$ cat src/hw/fe_consts.svh
`ifndef FE_CONSTS_SVH
`define FE_CONSTS_SVH

`define FE_RESET_PC     32'h1c000000

// btb geometry, tag kept short so unrelated pcs can alias
`define FE_BTB_IDX_W    4
`define FE_BTB_TAG_W    6

`define FE_RAS_DEPTH    4

`define FE_OP_JIRL      6'b010011
`define FE_OP_B         6'b010100
`define FE_OP_BL        6'b010101
`define FE_OP_BEQ       6'b010110
`define FE_OP_BNE       6'b010111
`define FE_OP_BLT       6'b011000
`define FE_OP_BGE       6'b011001
`define FE_OP_BLTU      6'b011010
`define FE_OP_BGEU      6'b011011

`endif

$ cat src/hw/fe_pkg.sv
package fe_pkg;

    typedef logic [31:0] virt_t;

    // b and bl carry a 26-bit word offset split across the word
    typedef struct packed {
        logic [5:0]  opcode;
        logic [15:0] offs_lo;
        logic [9:0]  offs_hi;
    } offs_fmt_t;

    typedef struct packed {
        logic [5:0]  opcode;
        logic [15:0] imm16;
        logic [4:0]  rj;
        logic [4:0]  rd;
    } reg_fmt_t;

    typedef union packed {
        offs_fmt_t offs_fmt;
        reg_fmt_t  reg_fmt;
    } inst_u;

    typedef struct packed {
        virt_t pc;
        logic  is_predict;   // successor came from a predictor, not from predecode
    } next_pc_t;

    typedef struct packed {
        logic     valid;
        virt_t    pc;
        next_pc_t next;
        logic     icache_req;
    } fetch1_fetch2_t;

    typedef struct packed {
        logic     valid;
        virt_t    pc;
        inst_u    inst;
        next_pc_t next;
    } fetch2_decode_t;

    typedef struct packed {
        logic  valid;
        virt_t pc;
        logic  is_predict;
    } pc_redirect_t;

    typedef struct packed {
        logic  valid;
        virt_t pc;
        virt_t target;
        logic  invalidate;   // clear the entry instead of training it
    } btb_update_t;

endpackage

$ cat src/hw/branch_target_buffer.sv
`timescale 1ns/1ns
`include "fe_consts.svh"

module branch_target_buffer (
    input  logic                clk,
    input  logic                rst_n,
    input  fe_pkg::virt_t       lookup_pc_i,
    output logic                hit_o,
    output fe_pkg::virt_t       target_o,
    input  fe_pkg::btb_update_t update_i
);
    import fe_pkg::*;

    localparam int ENTRIES = 1 << `FE_BTB_IDX_W;
    localparam int IDX_LO  = 2;
    localparam int IDX_HI  = IDX_LO + `FE_BTB_IDX_W - 1;
    localparam int TAG_LO  = IDX_HI + 1;
    localparam int TAG_HI  = TAG_LO + `FE_BTB_TAG_W - 1;

    logic [ENTRIES-1:0]       valid_q;
    logic [`FE_BTB_TAG_W-1:0] tag_q [ENTRIES];
    virt_t                    target_q [ENTRIES];

    logic [`FE_BTB_IDX_W-1:0] rd_idx;
    logic [`FE_BTB_TAG_W-1:0] rd_tag;
    logic [`FE_BTB_IDX_W-1:0] wr_idx;
    logic [`FE_BTB_TAG_W-1:0] wr_tag;

    assign rd_idx = lookup_pc_i[IDX_HI:IDX_LO];
    assign rd_tag = lookup_pc_i[TAG_HI:TAG_LO];
    assign wr_idx = update_i.pc[IDX_HI:IDX_LO];
    assign wr_tag = update_i.pc[TAG_HI:TAG_LO];

    assign hit_o    = valid_q[rd_idx] && (tag_q[rd_idx] == rd_tag);
    assign target_o = target_q[rd_idx];

    always_ff @(posedge clk or negedge rst_n) begin
        if (!rst_n) begin
            valid_q <= '0;
        end else if (update_i.valid) begin
            valid_q[wr_idx] <= ~update_i.invalidate;
        end
    end

    always_ff @(posedge clk) begin
        if (update_i.valid && !update_i.invalidate) begin
            tag_q[wr_idx]    <= wr_tag;
            target_q[wr_idx] <= update_i.target;
        end
    end

    // fetch2 only trains from aligned instructions with word-aligned jump targets
    assert property (@(posedge clk) disable iff (!rst_n)
        update_i.valid |-> (update_i.pc[1:0] == 2'b00)
                           && (update_i.invalidate || update_i.target[1:0] == 2'b00));

endmodule

$ cat src/hw/fetch_pc_gen.sv
`timescale 1ns/1ns
`include "fe_consts.svh"

module fetch_pc_gen (
    input  logic                   clk,
    input  logic                   rst_n,
    input  logic                   be_redirect_i,
    input  fe_pkg::virt_t          be_redirect_pc_i,
    input  fe_pkg::pc_redirect_t   fix_i,
    input  logic                   f2_busy_i,
    input  logic                   btb_hit_i,
    input  fe_pkg::virt_t          btb_target_i,
    output fe_pkg::virt_t          lookup_pc_o,
    output logic                   icache_req_valid_o,
    output fe_pkg::virt_t          icache_req_addr_o,
    input  logic                   icache_req_ready_i,
    output fe_pkg::fetch1_fetch2_t pass_o,
    output logic                   pass_valid_o
);
    import fe_pkg::*;

    virt_t pc_q;
    logic  req_valid_q;
    logic  redirect;
    logic  accept;
    virt_t pred_pc;

    assign redirect = be_redirect_i | fix_i.valid;

    assign lookup_pc_o = pc_q;
    assign pred_pc     = btb_hit_i ? btb_target_i : pc_q + 32'd4;

    // a redirect withdraws the request so the cache never takes a wrong-path fetch
    assign icache_req_valid_o = req_valid_q & ~redirect;
    assign icache_req_addr_o  = pc_q;
    assign accept             = icache_req_valid_o & icache_req_ready_i;

    always_comb begin
        pass_o.valid           = accept;
        pass_o.pc              = pc_q;
        pass_o.next.pc         = pred_pc;
        pass_o.next.is_predict = btb_hit_i;
        pass_o.icache_req      = 1'b1;   // every pass here carries a cache access
    end
    assign pass_valid_o = accept;

    always_ff @(posedge clk or negedge rst_n) begin
        if (!rst_n) begin
            pc_q        <= `FE_RESET_PC;
            req_valid_q <= 1'b0;
        end else if (be_redirect_i) begin
            pc_q        <= be_redirect_pc_i;
            req_valid_q <= ~f2_busy_i;   // waits out a stale response still in flight
        end else if (fix_i.valid) begin
            pc_q        <= fix_i.pc;
            req_valid_q <= ~f2_busy_i;
        end else if (accept) begin
            pc_q        <= pred_pc;
            req_valid_q <= 1'b0;
        end else if (!f2_busy_i) begin
            req_valid_q <= 1'b1;
        end
    end

    // fetch2 must not turn busy under a pending request unless it also redirects us
    assert property (@(posedge clk) disable iff (!rst_n)
        icache_req_valid_o && !icache_req_ready_i |=>
            $stable(icache_req_addr_o) && (icache_req_valid_o || be_redirect_i || fix_i.valid));

endmodule

$ cat src/hw/fetch_predecode.sv
`timescale 1ns/1ns
`include "fe_consts.svh"

module fetch_predecode (
    input  logic                   clk,
    input  logic                   rst_n,
    input  logic                   flush_i,
    input  logic                   dec_stall_i,
    input  fe_pkg::fetch1_fetch2_t pass_i,
    input  logic                   pass_valid_i,
    output logic                   busy_o,
    input  fe_pkg::inst_u          icache_rsp_data_i,
    input  logic                   icache_rsp_valid_i,
    output logic                   icache_rsp_ready_o,
    output fe_pkg::fetch2_decode_t dec_o,
    output fe_pkg::pc_redirect_t   fix_o,
    output fe_pkg::btb_update_t    btb_update_o,
    output logic                   ras_push_o,
    output fe_pkg::virt_t          ras_push_addr_o,
    output logic                   ras_pop_o,
    input  fe_pkg::virt_t          ras_top_i,
    input  logic                   ras_top_valid_i
);
    import fe_pkg::*;

    fetch1_fetch2_t pass_r;
    logic           discard_q;

    logic     rsp_hs;
    logic     rsp_wait;
    logic     fire;
    inst_u    inst;
    logic     inst_b;
    logic     inst_bl;
    logic     inst_jirl;
    logic     inst_cond;
    logic     is_br;
    logic     is_return;
    logic     bp_error;
    virt_t    pc_plus4;
    virt_t    jump_to;
    next_pc_t corr;

    assign inst     = icache_rsp_data_i;
    assign rsp_hs   = icache_rsp_valid_i & icache_rsp_ready_o;
    assign rsp_wait = pass_r.icache_req & ~icache_rsp_valid_i;
    assign fire     = dec_o.valid & ~dec_stall_i;

    // stale responses drain even while decode is stalled
    assign icache_rsp_ready_o = ~dec_stall_i | discard_q;
    assign busy_o             = discard_q | dec_stall_i | (pass_r.valid & ~fire);

    always_ff @(posedge clk or negedge rst_n) begin
        if (!rst_n) begin
            pass_r.valid      <= 1'b0;
            pass_r.icache_req <= 1'b0;
            discard_q         <= 1'b0;
        end else if (flush_i) begin
            pass_r.valid      <= 1'b0;
            pass_r.icache_req <= 1'b0;
            discard_q <= (discard_q | (pass_r.valid & pass_r.icache_req)) & ~rsp_hs;
        end else begin
            if (discard_q && rsp_hs) begin
                discard_q <= 1'b0;
            end
            if (pass_valid_i) begin
                pass_r <= pass_i;
            end else if (fire) begin
                pass_r.valid <= 1'b0;
            end
        end
    end

    // b and bl read the offset view, the rest read the register view
    assign inst_b    = (inst.offs_fmt.opcode == `FE_OP_B);
    assign inst_bl   = (inst.offs_fmt.opcode == `FE_OP_BL);
    assign inst_jirl = (inst.reg_fmt.opcode == `FE_OP_JIRL);
    assign inst_cond = (inst.reg_fmt.opcode >= `FE_OP_BEQ)
                       && (inst.reg_fmt.opcode <= `FE_OP_BGEU);
    assign is_br     = inst_b | inst_bl | inst_jirl | inst_cond;

    assign is_return = inst_jirl && (inst.reg_fmt.imm16 == 16'd0)
                       && (inst.reg_fmt.rj == 5'd1) && (inst.reg_fmt.rd == 5'd0);

    assign bp_error = ~is_br & pass_r.next.is_predict;   // btb hit on a plain word
    assign pc_plus4 = pass_r.pc + 32'd4;
    assign jump_to  = pass_r.pc + {{4{inst.offs_fmt.offs_hi[9]}}, inst.offs_fmt.offs_hi,
                                   inst.offs_fmt.offs_lo, 2'b00};

    always_comb begin
        corr = pass_r.next;
        if (bp_error) begin
            corr.pc         = pc_plus4;
            corr.is_predict = 1'b0;
        end else if (inst_b || inst_bl) begin
            corr.pc         = jump_to;
            corr.is_predict = 1'b0;
        end else if (is_return && ras_top_valid_i) begin
            corr.pc         = ras_top_i;
            corr.is_predict = 1'b1;
        end
    end

    always_comb begin
        dec_o.valid = pass_r.valid & ~rsp_wait & ~flush_i;
        dec_o.pc    = pass_r.pc;
        dec_o.inst  = inst;
        dec_o.next  = corr;
    end

    // fetch1 already followed pass_r.next, so only a different pc needs a restart
    assign fix_o.valid      = fire && (corr.pc != pass_r.next.pc);
    assign fix_o.pc         = corr.pc;
    assign fix_o.is_predict = corr.is_predict;

    assign btb_update_o.valid      = fire & (bp_error | inst_b | inst_bl);
    assign btb_update_o.pc         = pass_r.pc;
    assign btb_update_o.target     = jump_to;
    assign btb_update_o.invalidate = bp_error;

    assign ras_push_o      = fire & inst_bl;
    assign ras_push_addr_o = pc_plus4;
    assign ras_pop_o       = fire & is_return & ras_top_valid_i;

    // fetch1 holds off while a stale response is owed, so nothing can be delivered then
    assert property (@(posedge clk) disable iff (!rst_n) discard_q |-> !dec_o.valid);

endmodule

$ cat src/hw/frontend_top.sv
`timescale 1ns/1ns

module frontend_top (
    input  logic                   clk,
    input  logic                   rst_n,
    output logic                   icache_req_valid_o,
    output fe_pkg::virt_t          icache_req_addr_o,
    input  logic                   icache_req_ready_i,
    input  fe_pkg::inst_u          icache_rsp_data_i,
    input  logic                   icache_rsp_valid_i,
    output logic                   icache_rsp_ready_o,
    output fe_pkg::fetch2_decode_t dec_o,
    input  logic                   dec_stall_i,
    input  logic                   be_redirect_i,
    input  fe_pkg::virt_t          be_redirect_pc_i
);
    import fe_pkg::*;

    virt_t          lookup_pc;
    logic           btb_hit;
    virt_t          btb_target;
    btb_update_t    btb_update;
    pc_redirect_t   fix;
    fetch1_fetch2_t pass;
    logic           pass_valid;
    logic           f2_busy;
    logic           ras_push;
    virt_t          ras_push_addr;
    logic           ras_pop;
    virt_t          ras_top;
    logic           ras_top_valid;

    fetch_pc_gen fetch_pc_gen_inst (
        .clk                (clk),
        .rst_n              (rst_n),
        .be_redirect_i      (be_redirect_i),
        .be_redirect_pc_i   (be_redirect_pc_i),
        .fix_i              (fix),
        .f2_busy_i          (f2_busy),
        .btb_hit_i          (btb_hit),
        .btb_target_i       (btb_target),
        .lookup_pc_o        (lookup_pc),
        .icache_req_valid_o (icache_req_valid_o),
        .icache_req_addr_o  (icache_req_addr_o),
        .icache_req_ready_i (icache_req_ready_i),
        .pass_o             (pass),
        .pass_valid_o       (pass_valid)
    );

    fetch_predecode fetch_predecode_inst (
        .clk                (clk),
        .rst_n              (rst_n),
        .flush_i            (be_redirect_i),
        .dec_stall_i        (dec_stall_i),
        .pass_i             (pass),
        .pass_valid_i       (pass_valid),
        .busy_o             (f2_busy),
        .icache_rsp_data_i  (icache_rsp_data_i),
        .icache_rsp_valid_i (icache_rsp_valid_i),
        .icache_rsp_ready_o (icache_rsp_ready_o),
        .dec_o              (dec_o),
        .fix_o              (fix),
        .btb_update_o       (btb_update),
        .ras_push_o         (ras_push),
        .ras_push_addr_o    (ras_push_addr),
        .ras_pop_o          (ras_pop),
        .ras_top_i          (ras_top),
        .ras_top_valid_i    (ras_top_valid)
    );

    branch_target_buffer branch_target_buffer_inst (
        .clk         (clk),
        .rst_n       (rst_n),
        .lookup_pc_i (lookup_pc),
        .hit_o       (btb_hit),
        .target_o    (btb_target),
        .update_i    (btb_update)
    );

    return_addr_stack return_addr_stack_inst (
        .clk         (clk),
        .rst_n       (rst_n),
        .push_i      (ras_push),
        .push_addr_i (ras_push_addr),
        .pop_i       (ras_pop),
        .top_o       (ras_top),
        .top_valid_o (ras_top_valid)
    );

endmodule

$ cat src/hw/return_addr_stack.sv
`timescale 1ns/1ns
`include "fe_consts.svh"

module return_addr_stack (
    input  logic          clk,
    input  logic          rst_n,
    input  logic          push_i,
    input  fe_pkg::virt_t push_addr_i,
    input  logic          pop_i,
    output fe_pkg::virt_t top_o,
    output logic          top_valid_o
);
    import fe_pkg::*;

    localparam int PTR_W = $clog2(`FE_RAS_DEPTH);
    localparam int CNT_W = $clog2(`FE_RAS_DEPTH + 1);

    virt_t            stack_q [`FE_RAS_DEPTH];
    logic [PTR_W-1:0] top_ptr_q;
    logic [CNT_W-1:0] count_q;
    logic [PTR_W-1:0] push_ptr;

    assign push_ptr    = top_ptr_q + 1'b1;   // wraps onto the oldest entry when full
    assign top_o       = stack_q[top_ptr_q];
    assign top_valid_o = (count_q != '0);

    always_ff @(posedge clk or negedge rst_n) begin
        if (!rst_n) begin
            top_ptr_q <= '0;
            count_q   <= '0;
        end else if (push_i) begin
            top_ptr_q <= push_ptr;
            if (count_q != CNT_W'(`FE_RAS_DEPTH)) begin
                count_q <= count_q + 1'b1;
            end
        end else if (pop_i) begin
            top_ptr_q <= top_ptr_q - 1'b1;
            count_q   <= count_q - 1'b1;
        end
    end

    always_ff @(posedge clk) begin
        if (push_i) begin
            stack_q[push_ptr] <= push_addr_i;
        end
    end

    // a return retires either as a pop or as nothing, never alongside a call
    assert property (@(posedge clk) disable iff (!rst_n) !(push_i && pop_i));
    assert property (@(posedge clk) disable iff (!rst_n) pop_i |-> top_valid_o);

endmodule
$ cat config.mk
export PLATFORM = sky130hd
export DESIGN_NAME = frontend_top
export DESIGN_NICKNAME = d
export VERILOG_FILES = /design/src/hw/fe_pkg.sv /design/src/hw/branch_target_buffer.sv /design/src/hw/fetch_pc_gen.sv /design/src/hw/fetch_predecode.sv /design/src/hw/frontend_top.sv /design/src/hw/return_addr_stack.sv
export VERILOG_INCLUDE_DIRS = /design/src /design/src/hw
export SDC_FILE = /design/constraint.sdc
export NUM_CORES = 1
export LEC_CHECK = 0
export BUFFER_PORTS_ARGS = -buffer_cell sky130_fd_sc_hd__buf_2
export CAP_MARGIN = 20
export CORE_ASPECT_RATIO = 1.25
export CORE_MARGIN = 3
export CORE_UTILIZATION = 55
export CTS_CLUSTER_DIAMETER = 100
export DETAILED_ROUTE_END_ITERATION = 10
export GPL_ROUTABILITY_DRIVEN = 0
export PLACE_DENSITY = 0.76
export SLEW_MARGIN = 20
export SYNTH_ARGS = -nofsm -noshare
export SYNTH_HDL_FRONTEND = slang
export SYNTH_SLANG_ARGS = --single-unit
$ cat constraint.sdc
create_clock -name clk -period 7 [get_ports clk]
set_input_delay 1.05 -clock clk [delete_from_list [all_inputs] [get_ports clk]]
set_output_delay 1.05 -clock clk [all_outputs]
set_load 0.01 [all_outputs]
==> results.cfg <==
[yosys]
ys_ff_latch = 858
synth_edf_count = 801
synthCells = 2463
ys_top_cells_by_area = edfxtp_1 62%, mux4_2 13%, dfrtp_1 3.5%
ys_warn_count = 0
syn_nets = 2573
synth_area_per_cell_sq_um = 15.82
synth_ff_type = edfxtp_1
synth.largest_area_cell = edfxtp_1
yosysSeqAreaShare_pct = 65.40
synthArstFlopShare_pct = 6.643
yosysTopAreaCellShare_pct = 61.73
synth.distinct_cells = 89
syn-cell-area_sq_um = 38960

[cts]
cts_sinks = 858
cts_tree = built
holdBufCountCts = 0
clk_path_buf_depth = 3
insertion_delay_ns = 0.63
cts_buffers = 77
htree_levels = 3
cts.clk_slew.worst_paths_ns = 0.06
cts_root_buf = clkbuf_16
cts_resized = 1
cts_setup_buffers = 0

[floorplanning]
core_area_sq_um = 69860
dieHeight_microns = 303.6
io_pins = 202
start_util_pct = 55.77
num_rows = 108
die_area_sq_um = 74090
die_w_microns = 244.1

[layout]
num-nets-final = 2718
layout.cells.non_filler = 3604
drive_above_1_share_pct = 26.46
area_growth_pct = 11.29

[power]
p_leak_nw = 14.47
vdd_drop_max_v = 0.0001964
power_density_nw_per_um2 = 267.7

[sta]
rsz0062_at_grt = false
hold_viol = 0
slew_viol_final = 0
period_needed_ns = 7.018
relSlewSlack_pct = 26.82
period_share_pct = 100.3
holdWs_ns = 0.3758
fin_ws_ns = -0.01751
max_clock_freq_ghz = 0.1425
finClkSkew_ns = 0.02048
finalSetupViolCount = 1
tightestPinTransition_ns = 1.088

[global_route]
grt_overflow_total = 0
grt_max_degree = 127
grt.total_usage_pct = 30.61
grt_pass1_vias = 24670
grt_antenna_before_repair = 2
grt_pass1_wl_microns = 164400

[hold_path]
hp-class = in -> async

[run_status]
violations = setup timing
status = complete, but fails checks

[critical_path]
r2r_slack_ns = 0.97
critPathCaptureType = output port
arrival_ns = 5.97
regToRegEndpoint = fetch_pc_gen_inst.icache_req_addr_o[5]
worstSetupStartpointType = flip-flop
cp.required_ns = 5.95
worst_r2r_path_depth = 15
worstPathMaxFanout = 8
r2r_start = fetch_predecode_inst.btb_update_o[36]
path_class = reg -> out

[route]
dr.pass1.iters = 8
ant_nets = 0
route.detailed.drc = 0
drt-total-wl_microns = 113400
viasPerCell = 6.913
vias = 24913
wl_per_cell_microns = 31.46
drt-initial-drc-count = 3744

[flow_run]
max-cap-violations = 0

[placed_design]
dp_hpwl_microns = 73590
io_buffers = 201
placed_cells = 3464
==> how the worst max path moves through the flow <==
stage | startpoint | end | slack [ns]
after global routing | fetch_predecode_inst.btb_update_o[35] | icache_req_valid_o | 0.02
final | fetch_predecode_inst.btb_update_o[36] | icache_req_valid_o | -0.02
after detailed placement | icache_rsp_data_i[10] | icache_req_valid_o | 0.09
after CTS | fetch_predecode_inst.btb_update_o[35] | icache_req_valid_o | 0.14
after global placement | icache_rsp_data_i[10] | icache_req_valid_o | 0.28
after floorplan | icache_rsp_data_i[0] | fetch_predecode_inst.btb_update_o[33] | 0.82
==> power by group <==
part / internal [mW] / switching [mW]
logic: 0.597 / 0.844
registers: 5.75 / 0.146
clock network: 2.40 / 1.87
total: 8.75 / 2.86
==> Yosys cell counts (18+ instances only) <==
library cell,instances
nand2_1,168
buf_2,22
mux4_2,220
buf_1,18
nand4_1,40
nor2_1,126
o21ai_0,70
o22ai_1,28
nand3_1,53
xor2_1,35
inv_1,36
and3_1,18
a211oi_1,27
mux2_2,23
and2_1,18
mux2i_1,21
dfrtp_1,54
nor3_1,43
clkbuf_1,86
a21oi_1,98
edfxtp_1,801
buf_4,100
xnor2_1,64
ha_1,38
==> worst max-delay path: stages (launching register included) <==
cell	delay, ns
edfxtp_1	0.66
ha_1	0.27
nand4_1	0.26
or4_1	0.75
nor3_1	0.29
xor2_1	0.41
nor2_1	0.15
a32oi_1	0.57
nand3_1	0.21
a211oi_2	0.32
nor4bb_1	0.39
and4_1	0.44
a21o_4	0.22
and3_1	0.24
buf_2	0.16
==> per-layer routing <==
metal,global-route usage [%],vias up,part of all wire [%]
met5,0,-,0.023
met4,16.67,4,6.3
met3,7.235,477,13
met2,49.68,2105,47
met1,38.59,12329,33
li1,-,9998,-
==> per-stage QoR <==
stage | worst slack, ns | power (mW) | TNS (ns) | util, % | cell area, sq um
2_1_floorplan | 0.8216 | 6.912 | 0 | - | 38960
3_3_place_gp | 0.2840 | 7.355 | 0 | 58.37 | 40780
3_5_place_dp | 0.09033 | 7.399 | 0 | 58.39 | 40790
4_1_cts | 0.1441 | 11.59 | 0 | 62.01 | 43320
5_1_grt | 0.01857 | 11.90 | 0 | 62.06 | 43360
6_report | -0.01751 | 11.61 | -0.01751 | 62.07 | 43360
==> registers in the layout (all words and copies together), names as in the netlist <==
name,count
branch_target_buffer_inst.tag_q,96
branch_target_buffer_inst.target_q,512
branch_target_buffer_inst.valid_q,16
fetch_pc_gen_inst.icache_req_addr_o,32
fetch_pc_gen_inst.req_valid_q,1
fetch_predecode_inst.btb_update_o,32
fetch_predecode_inst.discard_q,1
fetch_predecode_inst.pass_r,35
return_addr_stack_inst.count_q,3
return_addr_stack_inst.stack_q,128
return_addr_stack_inst.top_ptr_q,2
==> area by class of cell <==
cell class	instances	area, sq um
fill	4810	26500
sequential	858	25490
multi-input combinational	1338	12250
clock buffer	95	2100
timing repair buffer	294	1767
tap	935	1170
clock inverter	44	426.7
inverter	39	146.4
antenna	1	2.502
==> kinds of logic (layout without fill, tap and decap cells) <==
logic type,after synthesis,after routing,synth area share (%)
buffers and inverters,267,472,3.645
adders and majority gates,40,40,1.323
and+or+nand+nor,555,555,6.927
AOI/OAI and AO/OA,379,379,6.513
other,0,1,0
xor gates and xnor gates,100,100,2.267
DFF,858,858,65.40
muxes,264,264,13.92
==> cell usage in the layout, fill, tap and decap left out, types with 53 or more instances in the layout <==
master	count
a21oi_1	98
xnor2_1	63
mux4_2	220
nand3_1	53
nand2_1	168
nor2_1	112
buf_2	201
o21ai_0	70
edfxtp_1	801
clkbuf_16	81
buf_4	88
(Power assumes the default switching activity.)
